$ cat config.mk
export PLATFORM = sky130hd
export DESIGN_NAME = radio_frontend
export DESIGN_NICKNAME = d
export VERILOG_FILES = /design/src/rtl/sdr_pkg.sv /design/src/rtl/radio_frontend.sv
export SDC_FILE = /design/constraint.sdc
export NUM_CORES = 1
export LEC_CHECK = 0
export BUFFER_PORTS_ARGS = -buffer_cell sky130_fd_sc_hd__buf_2
export CAP_MARGIN = 20
export CORE_MARGIN = 4
export CORE_UTILIZATION = 38
export CTS_BUF_LIST = sky130_fd_sc_hd__clkbuf_2
export DETAILED_ROUTE_END_ITERATION = 8
export GPL_TIMING_DRIVEN = 0
export PLACE_DENSITY = 0.88
export SYNTH_ARGS = -nofsm -noshare
export SYNTH_HDL_FRONTEND = slang
export SYNTH_SLANG_ARGS = --single-unit
$ cat constraint.sdc
create_clock -name bus_clk -period 0.8 [get_ports bus_clk]
set_input_delay 0.04 -clock bus_clk [delete_from_list [all_inputs] [get_ports bus_clk]]
set_output_delay 0.04 -clock bus_clk [all_outputs]
set_load 0.03 [all_outputs]
$ cat src/rtl/sdr_pkg.sv
// SDR glue shared definitions
package sdr_pkg;

    ////////////////////
    // Radio samples
    ////////////////////
    localparam int SAMPLE_W = 12;
    localparam int IQ_W     = 32;
    localparam int I_MSB    = 31;
    localparam int Q_MSB    = 15;

    // Front-end GPIO word and its decoded bits
    localparam int FE_GPIO_W     = 8;
    localparam int FE_PA_BIT     = 7;
    localparam int FE_RX_RX2_BIT = 6;
    localparam int FE_TRX_TX_BIT = 5;
    localparam int FE_RX_TRX_BIT = 4;
    localparam int FE_TRX_RX_BIT = 3;

    ////////////////////
    // Codec control
    ////////////////////
    localparam int MISC_W             = 32;
    localparam int MISC_REF_SEL_BIT   = 0;
    localparam int MISC_CODEC_RST_BIT = 2;
    localparam int SPI_SEN_W          = 8;

    // Driven on the four codec control inputs
    localparam logic [3:0] CODEC_CTL_IN_VAL = 4'd1;

    // Settling time after clock lock
    localparam int SETTLE_CYCLES = 64;
    localparam int SETTLE_CNT_W  = 7;

    ////////////////////
    // Ethernet streams
    ////////////////////
    localparam int ETH_DATA_W  = 64;
    localparam int ETH_KEEP_W  = 8;
    localparam int ETH_FIFO_AW = 5;

    // One stream beat as stored in the FIFOs
    typedef struct packed {
        logic                  tlast;
        logic [ETH_KEEP_W-1:0] tkeep;
        logic [ETH_DATA_W-1:0] tdata;
    } eth_beat_t;

endpackage

$ cat src/rtl/radio_frontend.sv
// Radio front end and sample packing
`timescale 1ns/1ps

module radio_frontend import sdr_pkg::*; (
    input  logic                 bus_clk,
    input  logic                 global_rst,
    input  logic                 i_clocks_ready,

    input  logic [FE_GPIO_W-1:0] i_fe_gpio,

    input  logic [SAMPLE_W-1:0]  i_rx_i,
    input  logic [SAMPLE_W-1:0]  i_rx_q,
    input  logic                 i_rx_stb,
    input  logic [IQ_W-1:0]      i_tx_word,

    output logic                 o_tx_pa_en,
    output logic                 o_fe_sel_rx_rx2,
    output logic                 o_fe_sel_trx_tx,
    output logic                 o_fe_sel_rx_trx,
    output logic                 o_fe_sel_trx_rx,
    output logic [IQ_W-1:0]      o_rx_word,
    output logic                 o_rx_stb,
    output logic [SAMPLE_W-1:0]  o_tx_i,
    output logic [SAMPLE_W-1:0]  o_tx_q
);

    logic [FE_GPIO_W-1:0] fe_gpio_r;
    logic [IQ_W-1:0]      rx_packed;

    // Front-end GPIO register
    always_ff @(posedge bus_clk or posedge global_rst) begin
        if (global_rst) begin
            fe_gpio_r <= '0;
        end else begin
            fe_gpio_r <= i_fe_gpio;
        end
    end

    assign o_tx_pa_en      = fe_gpio_r[FE_PA_BIT];
    assign o_fe_sel_rx_rx2 = fe_gpio_r[FE_RX_RX2_BIT];
    assign o_fe_sel_trx_tx = fe_gpio_r[FE_TRX_TX_BIT];
    assign o_fe_sel_rx_trx = fe_gpio_r[FE_RX_TRX_BIT];
    assign o_fe_sel_trx_rx = fe_gpio_r[FE_TRX_RX_BIT];

    ////////////////////
    // RX packing
    ////////////////////
    // Pad nibbles stay zero
    always_comb begin
        rx_packed                      = '0;
        rx_packed[I_MSB -: SAMPLE_W]   = i_rx_i;
        rx_packed[Q_MSB -: SAMPLE_W]   = i_rx_q;
    end

    // Radio side held in reset until clocks settle
    always_ff @(posedge bus_clk or posedge global_rst) begin
        if (global_rst) begin
            o_rx_word <= '0;
            o_rx_stb  <= 1'b0;
        end else if (!i_clocks_ready) begin
            o_rx_word <= '0;
            o_rx_stb  <= 1'b0;
        end else begin
            o_rx_stb <= i_rx_stb;
            if (i_rx_stb) begin
                o_rx_word <= rx_packed;
            end
        end
    end

    // TX unpacking
    assign o_tx_i = i_tx_word[I_MSB -: SAMPLE_W];
    assign o_tx_q = i_tx_word[Q_MSB -: SAMPLE_W];

    a_rx_stb_pulse : assert property (
        @(posedge bus_clk) disable iff (global_rst)
        (o_rx_stb && $past(o_rx_stb)) |-> ($past(i_rx_stb) && $past(i_rx_stb, 2))
    ) else $error("RX strobe stretched without input strobes");

endmodule

-- Word level (Yosys, flattened, before mapping)
Cells that the tools add are included.
- mux-type cells: 3
- equality and inequality tests: 1
- operators with widths (operator ; count):
    $mux W32 ; 2
    $ne A2 B1 Y1 const B ; 1
    $mux W1 ; 1
- bits of input ports: 68
- register bits: 41
- output and inout port bits: 62

-- Longest topological paths before layout
Gate-level depths: netlist of run 1.
- depth after elaboration: 2
- depth in mapped cells: 4

-- Worst setup path after synthesis of run 1
OpenSTA, ideal clock, no wires.
- path kind: register to register
- start: register o_rx_word[10] (netlist name)
- end: register o_rx_word[10]
- path slack: 0.005 ns
- stages on the path, launching flop included: 3
- data required time: 0.680 ns
- data arrival time: 0.674 ns
- clock period less this slack: 0.795 ns
- cells stage by stage: dfrtp_1 mux2i_1 nor2b_1
- RTL lines (element ; line ; text):
    end signal: assignment ; radio_frontend.sv:66 ; o_rx_word <= rx_packed;
    end: declaration ; radio_frontend.sv:21 ; output logic [IQ_W-1:0] o_rx_word,

-- Final worst setup path of run 1
- start: register o_rx_word[13]
- end: output o_rx_word[13]
No word-level cell between the ends.

==> flow_metrics.env, run 1 <==
export IMPL_end_kind="output pin"
export IMPL_port_buffers=85
export IMPL_ys_warn_count=0
export IMPL_maxCapViolCount=0
export IMPL_clock_sinks=30
export IMPL_cts_tree="built"
export IMPL_vias_per_cell=4.27
export IMPL_finalClockSkew_ns=0
export IMPL_dieArea_mm2=0.00488
export IMPL_pre_cts_ws_ns=-0.0749
export IMPL_nets=325
export IMPL_antenna_found_initial=0
export IMPL_ys_seq_area_frac=0.516
export IMPL_seq_area_um2=751
export IMPL_final_cell_count_no_fill=306
export IMPL_status="finished, violations left"
export IMPL_root_buffer="clkbuf_2"
export IMPL_cp_start_kind="flop"
export IMPL_critical_path_class="reg2out"
export IMPL_critPathSlowestCell="dfrtp_1"
export IMPL_grt_max_degree=21
export IMPL_critPathMaxFanout=2
export IMPL_max_freq_mhz=1020
export IMPL_yosysTopAreaCellShare=0.516
export IMPL_diodes=0
export IMPL_synthArstFlopShare=1.00
export IMPL_io_pins=130
export IMPL_synth_common_cells="32 x buf_4, 30 x dfrtp_1, 24 x mux2i_1, 24 x nor2b_1"
export IMPL_synth_edf_count=0
export IMPL_grt_remaining_overflow=0
export IMPL_multiInputGateArea_um2=439
export IMPL_p_leak_nw=1.42
export IMPL_slew_viol_final=0
export IMPL_cts_buffer_depth=2
export IMPL_setup_violations=38
export IMPL_clkSlewWorstSetupHoldPaths_ns=0.16
export IMPL_dr_first_iter_drc_count=26
export IMPL_vdd_drop_max_uv=1240
export IMPL_rsz0062_at_grt="true"
export IMPL_die_x_um=69.9
export IMPL_clk_latency_ns=0.35
export IMPL_post_synth_top_count_cell="buf_4"
export IMPL_grt_use_total=0.187
export IMPL_place_gp_congestion=0.732
export IMPL_n_fill_cell=259
export IMPL_area_growth_pct=81.6
export IMPL_crit_family="flip-flops"
export IMPL_path_cells="buf_6"
export IMPL_place_inst=259
export IMPL_coreArea_mm2=0.00369
export IMPL_hold_class="in2reg"
export IMPL_final_antenna_net_count=0
export IMPL_p_total_w=0.00395
export IMPL_utilization=0.716
export IMPL_dr_pass1_iters=3
export IMPL_htreeDepth=2
export IMPL_syn_avg_cell_area_um2=12.3
export IMPL_synth_area_top_cells="dfrtp_1 52%, mux2i_1 17%, buf_4 17%"
export IMPL_first_global_vias=1466
export IMPL_syn_inst=118
export IMPL_cp_data_required_time_ns=0.76
export IMPL_worst_path_buf_inv=1
export IMPL_vias=1307
export IMPL_initial_utilization=0.394
export IMPL_synth_area_leader_cell="dfrtp_1"
export IMPL_hpwl_um=2660
export IMPL_setup_ws_ns=-0.182
export IMPL_dominantRegCellSynth="dfrtp_1"
export IMPL_drive_gt1_frac=0.539
export IMPL_fp_dieH_um=69.9
export IMPL_critPathMaxStageDelay_ns=0.44
export IMPL_drc=0
export IMPL_worst_ep_arrival_time_ns=0.94
export IMPL_totalWireLength_um=4400
export IMPL_syn_area_mm2=0.00145
export IMPL_finalCriticalPeriod_ns=0.982
export IMPL_timing_final_crit_share=1.23
export IMPL_wl_per_cell_um=14.4
export IMPL_hold_violations=0
export IMPL_timing_hold_ws_ns=0.0307
export IMPL_violations="negative setup slack"
export IMPL_synth_seq_cells=30
export IMPL_numCtsBuffers=5
export IMPL_core_rowCount=22
export IMPL_p_per_area_mw_per_mm2=1500
export IMPL_synthDistinctLibCells=10
export IMPL_grt_pass1_wl_um=7000
[area by class of cell]
class	instances	share of cell area
Timing Repair Buffer	125	0.386
Sequential cell	30	0.284
Multi-Input combinational cell	57	0.166
Buffer	37	0.113
Tap cell	48	0.0227
Clock inverter	3	0.0152
Clock buffer	5	0.00948
Inverter	1	0.00284
[sequential cells by signal, indices dropped and copies added, names as in the netlist]
signal,count
o_rx_word,24
o_rx_stb,1
fe_gpio_r,5
[timing repair]
action / in CTS / in global routing
hold buffers: 31 / 0
resized for setup: 60 / 5
buffers inserted: 4 / 4
endpoints found under the hold margin: 39 / 0
setup endpoints to repair: 30 / 41
[layer usage]
layer  vias up  share of wire  global-route usage
met4         0          0.021              0.0809
met5         -              0                   0
met3         8          0.085              0.0547
li1        610              -                   -
met1       613           0.35               0.181
met2        76           0.55               0.361
[report_power, final]
part	leakage [nW]	internal (W)	switching (W)	total (W)
Sequential	0.390	0.00160	0.0000608	0.00166
Clock	0.0427	0.000519	0.000537	0.00106
Combinational	0.983	0.000614	0.000623	0.00124
Total	1.42	0.00273	0.00122	0.00395
[final timing paths]
path / cells after the start / from / endpoint / slack (ns)
max: 1 / o_rx_word[13] / o_rx_word[13] / -0.18
min: 3 / i_rx_stb / o_rx_word[11] / 0.03
max reg2reg: 3 / o_rx_word[14] / o_rx_word[14] / -0.08
min reg2reg: 2 / o_rx_word[25] / o_rx_word[25] / 0.60
max in group asynchronous: 4 / global_rst / o_rx_word[6] / 0.25
min in group asynchronous: 3 / global_rst / o_rx_word[24] / 0.17
[logic make-up after synthesis]
family                 count (synthesis)  synth area share
buffers and inverters                 38             0.208
other                                  1           0.00258
and+or+nand+nor                       25             0.108
muxes                                 24             0.165
DFF                                   30             0.516
[tightest hold or removal path, delay by kind of cell]
| family | cells | cell delay (ns) |
|---|---|---|
| mux | 1 | 0.14 |
| buf+inv | 1 | 0.13 |
| simple gates | 1 | 0.06 |
[layout by cell type, fill, tap and decap left out, types with 2 or more instances in the layout]
| cell | Yosys | routed |
|---|---|---|
| clkinv_2 | 0 | 2 |
| buf_12 | 2 | 2 |
| clkbuf_1 | 2 | 2 |
| dlygate4sd3_1 | 0 | 31 |
| buf_6 | 1 | 33 |
| dfrtp_1 | 30 | 30 |
| nor2b_1 | 24 | 24 |
| mux2i_1 | 24 | 23 |
| buf_2 | 0 | 55 |
| buf_4 | 32 | 38 |
| conb_1 | 1 | 8 |
| clkbuf_2 | 0 | 5 |
[through the flow]
step	setup TNS, ns	area [um2]
6_report	-5.13	2640
5_1_grt	-7.22	2640
4_1_cts	-5.57	2590
3_5_place_dp	-0.427	1990
3_3_place_gp	-8.01	1970
2_1_floorplan	0	1480
Note: power is estimated with default switching activity, not from simulation.
==> run 2, diff against run 1 <==
==> constraint.sdc (replaced) <==
create_clock -name bus_clk -period 1 [get_ports bus_clk]
set_input_delay 0.05 -clock bus_clk [delete_from_list [all_inputs] [get_ports bus_clk]]
set_output_delay 0.05 -clock bus_clk [all_outputs]
set_load 0.03 [all_outputs]
==> flow_metrics.env, run 2 (same netlist as run 1, synthesis figures left out) <==
export IMPL_clkSlewWorstSetupHoldPaths_ns=0.16
export IMPL_numCtsBuffers=5
export IMPL_grt_use_total=0.178
export IMPL_clk_latency_ns=0.35
export IMPL_clock_sinks=30
export IMPL_p_sw_w=0.000965
export IMPL_vias=1292
export IMPL_grt_pass1_wl_um=6730
export IMPL_grtUsageMet1=0.180
export IMPL_root_buffer="clkbuf_2"
export IMPL_max_freq_mhz=1000
export IMPL_crit_family="flip-flops"
export IMPL_initial_utilization=0.394
export IMPL_hpwl_um=2660
export IMPL_critPathSlowestCell="dfrtp_1"
export IMPL_antenna_found_initial=0
export IMPL_wl_per_cell_um=13.8
export IMPL_r2r_slack_ns=0.05
export IMPL_largest_register="o_rx_word"
export IMPL_r2r_cells=4
export IMPL_rsz0062_at_grt="true"
export IMPL_diodes=0
export IMPL_timing_final_crit_share=0.997
export IMPL_port_buffers=85
export IMPL_hold_end="o_rx_word[11]"
export IMPL_finalCriticalPeriod_ns=0.997
export IMPL_die_x_um=69.9
export IMPL_nets=322
export IMPL_layout_common_cells="55 x buf_2, 37 x buf_4, 31 x buf_6, 31 x dlygate4sd3_1, 30 x dfrtp_1"
export IMPL_p_total_w=0.00314
export IMPL_critPathMaxStageDelay_ns=0.44
export IMPL_core_rowCount=22
export IMPL_critical_path_class="reg2out"
export IMPL_vias_per_cell=4.26
export IMPL_min_path_cells=3
export IMPL_grt_remaining_overflow=0
export IMPL_p_per_area_mw_per_mm2=1210
export IMPL_slew_viol_final=0
export IMPL_area_growth_pct=78.4
export IMPL_totalWireLength_um=4180
export IMPL_use_met2=0.331
export IMPL_status="finished clean"
export IMPL_cp_data_required_time_ns=0.95
export IMPL_r2r_start="o_rx_word[5]"
export IMPL_dr_pass1_iters=4
export IMPL_first_global_vias=1452
export IMPL_comb_power_share=0.307
export IMPL_switching_share=0.308
export IMPL_dieArea_mm2=0.00488
export IMPL_hold_violations=0
export IMPL_worst_path_buf_inv=1
export IMPL_r2r_end="o_rx_word[5]"
export IMPL_critPathMaxFanout=2
export IMPL_worst_ep_arrival_time_ns=0.95
export IMPL_p_int_w=0.00217
export IMPL_cp_start_kind="flop"
export IMPL_top_regs="o_rx_word: 24 flops, fe_gpio_r: 5 flops, o_rx_stb: 1 flops"
export IMPL_place_gp_congestion=0.732
export IMPL_cts_buffer_depth=2
export IMPL_grt_util_met3=0.0518
export IMPL_drive_gt1_frac=0.525
export IMPL_hold_class="in2reg"
export IMPL_coreArea_mm2=0.00369
export IMPL_dr_first_iter_drc_count=19
export IMPL_fp_dieH_um=69.9
export IMPL_largest_reg_flops=24
export IMPL_p_leak_nw=1.40
export IMPL_path_cells="buf_6"
export IMPL_maxCapViolCount=0
export IMPL_relSlewSlack=0.656
export IMPL_finalClockSkew_ns=0
export IMPL_cts_tree="built"
export IMPL_final_antenna_net_count=0
export IMPL_vdd_drop_max_uv=988
export IMPL_hold_start="i_rx_stb"
export IMPL_tns_ns=0
export IMPL_setup_violations=0
export IMPL_power_frac_seq=0.423
export IMPL_grt_most_used_layer="met2"
export IMPL_htreeDepth=2
export IMPL_p_clk_frac=0.270
export IMPL_drc=0
export IMPL_end_kind="output pin"
export IMPL_worst_pin_slew_ns=0.516
export IMPL_final_common_cell="buf_2"
export IMPL_grt_max_degree=21
export IMPL_io_pins=130
-- run 2: worst max-delay path by stage --
stage | from | to | slack, ns | cells after the start
5_1_grt | o_rx_word[14] | o_rx_word[14] | -0.06 | 1
3_5_place_dp | i_clocks_ready | o_rx_word[26] | 0.12 | 3
6_report | o_rx_word[14] | o_rx_word[14] | 0.003 | 1
2_1_floorplan | o_rx_word[10] | o_rx_word[10] | 0.21 | 2
3_3_place_gp | global_rst | o_rx_word[15] | -0.08 | 2
4_1_cts | o_rx_word[22] | o_rx_word[22] | -0.01 | 1
-- run 2: layout make-up --
class / instances / area, um2
Fill cell: 263 / 1090
Timing Repair Buffer: 122 / 988
Sequential cell: 30 / 751
Multi-Input combinational cell: 57 / 427
Buffer: 37 / 299
Tap cell: 48 / 60.1
Clock inverter: 3 / 40.0
Clock buffer: 5 / 25.0
Inverter: 1 / 3.75
-- run 2: timing repair --
action / CTS / global route
hold buffers: 31 / 0
hold endpoints to repair: 39 / 0
gates resized for setup: 44 / 21
setup endpoints to repair: 25 / 30
setup buffers: 2 / 3
-- run 2: metrics by stage --
step                      instances  instance area, um2   util  setup WS, ns  hold slack (ns)
after floorplan                 125                1480      -         0.205           0.0814
after global placement          258                1970  0.533       -0.0785            0.159
after detailed placement        259                1990  0.540         0.115            0.101
after CTS                       300                2520  0.682       -0.0143           0.0170
after global routing            303                2590  0.703       -0.0569           0.0151
final                           303                2590  0.703       0.00312           0.0411
-- run 2: power groups by stage --
stage	clock [W]	combinational (W)	sequential, W
floorplan	0	0.000405	0.00147
global placement	0	0.000740	0.00133
detailed placement	0	0.000772	0.00133
CTS	0.000862	0.000929	0.00132
global route	0.000909	0.00103	0.00134
finish	0.000845	0.000963	0.00133
-- run 2: per-layer routing --
layer	vias up	share of wire	wire (um)
met2	78	0.52	2190
li1	603	-	-
met1	601	0.36	1500
met3	10	0.089	373
met4	0	0.026	107
met5	-	0	0
==> run 3, diff against run 2 <==
--- a/config.mk
+++ b/config.mk
@@ -13,6 +13,7 @@
 export DETAILED_ROUTE_END_ITERATION = 8
 export GPL_TIMING_DRIVEN = 0
 export PLACE_DENSITY = 0.88
+export RECOVER_POWER = 25
 export SYNTH_ARGS = -nofsm -noshare
 export SYNTH_HDL_FRONTEND = slang
 export SYNTH_SLANG_ARGS = --single-unit
==> flow_metrics.env, run 3 (same netlist as run 1, synthesis figures left out) <==
export IMPL_end_kind="output pin"
export IMPL_dr_first_iter_drc_count=16
export IMPL_dr_pass1_iters=3
export IMPL_nets=322
export IMPL_violations="negative setup slack"
export IMPL_largest_reg_flops=24
export IMPL_vias_per_cell=4.28
export IMPL_final_common_cell="buf_4"
export IMPL_htreeDepth=2
export IMPL_p_total_w=0.00313
export IMPL_relSlewSlack=0.656
export IMPL_hpwl_um=2660
export IMPL_p_per_area_mw_per_mm2=1220
export IMPL_die_x_um=69.9
export IMPL_fp_dieH_um=69.9
export IMPL_crit_start="o_rx_word[14]"
export IMPL_worst_path_buf_inv=1
export IMPL_setup_violations=1
export IMPL_worst_pin_slew_ns=0.515
export IMPL_maxCapViolCount=0
export IMPL_hold_violations=0
export IMPL_r2r_start="o_rx_word[5]"
export IMPL_coreArea_mm2=0.00369
export IMPL_status="finished, violations left"
export IMPL_finalCriticalPeriod_ns=1.00
export IMPL_cts_buffer_depth=2
export IMPL_clk_latency_ns=0.36
export IMPL_cp_data_required_time_ns=0.95
export IMPL_setup_ws_ns=-0.00191
export IMPL_worst_ep_arrival_time_ns=0.95
export IMPL_critical_path_class="reg2out"
export IMPL_core_rowCount=22
export IMPL_hold_start="i_rx_stb"
export IMPL_port_buffers=85
export IMPL_timing_hold_ws_ns=0.0368
export IMPL_critPathMaxFanout=2
export IMPL_largest_register="o_rx_word"
export IMPL_area_growth_pct=76.7
export IMPL_clock_sinks=30
export IMPL_first_global_vias=1452
export IMPL_hold_class="in2reg"
export IMPL_grt_use_total=0.178
export IMPL_postLayoutCellArea_mm2=0.00257
export IMPL_diodes=0
export IMPL_antenna_found_initial=0
export IMPL_grt_remaining_overflow=0
export IMPL_crit_family="flip-flops"
export IMPL_tns_ns=-0.00191
export IMPL_max_freq_mhz=998
export IMPL_root_buffer="clkbuf_2"
export IMPL_grt_pass1_wl_um=6730
export IMPL_place_gp_congestion=0.732
export IMPL_final_antenna_net_count=0
export IMPL_cts_tree="built"
export IMPL_timing_final_crit_share=1.00
export IMPL_drive_gt1_frac=0.447
export IMPL_totalWireLength_um=4170
export IMPL_place_area_mm2=0.00199
export IMPL_p_leak_nw=1.35
export IMPL_wl_per_cell_um=13.8
export IMPL_io_pins=130
export IMPL_critPathMaxStageDelay_ns=0.44
export IMPL_clkSlewWorstSetupHoldPaths_ns=0.17
export IMPL_layout_common_cells="37 x buf_4, 35 x buf_2, 31 x buf_6, 31 x dlygate4sd3_1, 30 x dfrtp_1"
export IMPL_vias=1298
export IMPL_critPathSlowestCell="dfrtp_1"
export IMPL_path_cells="buf_6"
export IMPL_grt_max_degree=21
export IMPL_numCtsBuffers=5
export IMPL_initial_utilization=0.394
export IMPL_cp_start_kind="flop"
export IMPL_slew_viol_final=0
export IMPL_top_regs="o_rx_word: 24 flops, fe_gpio_r: 5 flops, o_rx_stb: 1 flops"
export IMPL_vdd_drop_max_uv=987
export IMPL_dieArea_mm2=0.00488
export IMPL_utilization=0.696
export IMPL_drc=0
export IMPL_rsz0062_at_grt="true"
export IMPL_finalClockSkew_ns=0
run 3: what timing repair did:
item,in CTS,in global routing
endpoints found under the hold margin,39,0
setup endpoints to repair,25,30
gates resized for setup,44,21
buffers inserted,2,3
hold buffers,31,0
run 3: final timing paths:
check	slack [ns]	cells after the start	endpoint
worst min register to register	0.60	2	o_rx_word[6]
min in group asynchronous	0.25	3	o_rx_word[24]
worst min-delay path	0.04	3	o_rx_word[11]
max in group asynchronous	0.28	4	o_rx_word[6]
worst max-delay path	-0.002	1	o_rx_word[14]
worst max register to register	0.05	4	o_rx_word[5]
run 3: final cells by class:
class / instances / area, um2
multi-input cells: 57 / 427
clock buffers: 5 / 25.0
inverters: 1 / 3.75
plain buffers: 37 / 299
flip-flops and latches: 30 / 751
well taps: 48 / 60.1
fillers: 272 / 1120
repair buffers: 122 / 963
clock inverters: 3 / 40.0
run 3: metrics by stage:
step,setup slack (ns),instances
after global routing,-0.0569,303
final,-0.00191,303
after floorplan,0.205,125
after detailed placement,0.115,259
after CTS,-0.0143,300
after global placement,-0.0785,258
run 3: power breakdown:
part	total, W	switching [W]	internal, W
sequential	0.00133	0.0000473	0.00128
combinational	0.000953	0.000489	0.000463
clock	0.000848	0.000433	0.000415
total	0.00313	0.000970	0.00216
run 3: per-layer routing:
layer,part of all wire,vias to the layer above,track usage
met1,0.34,605,0.180
met5,0,-,0
met2,0.53,79,0.331
met3,0.092,10,0.0518
met4,0.029,0,0.0872
li1,-,604,-
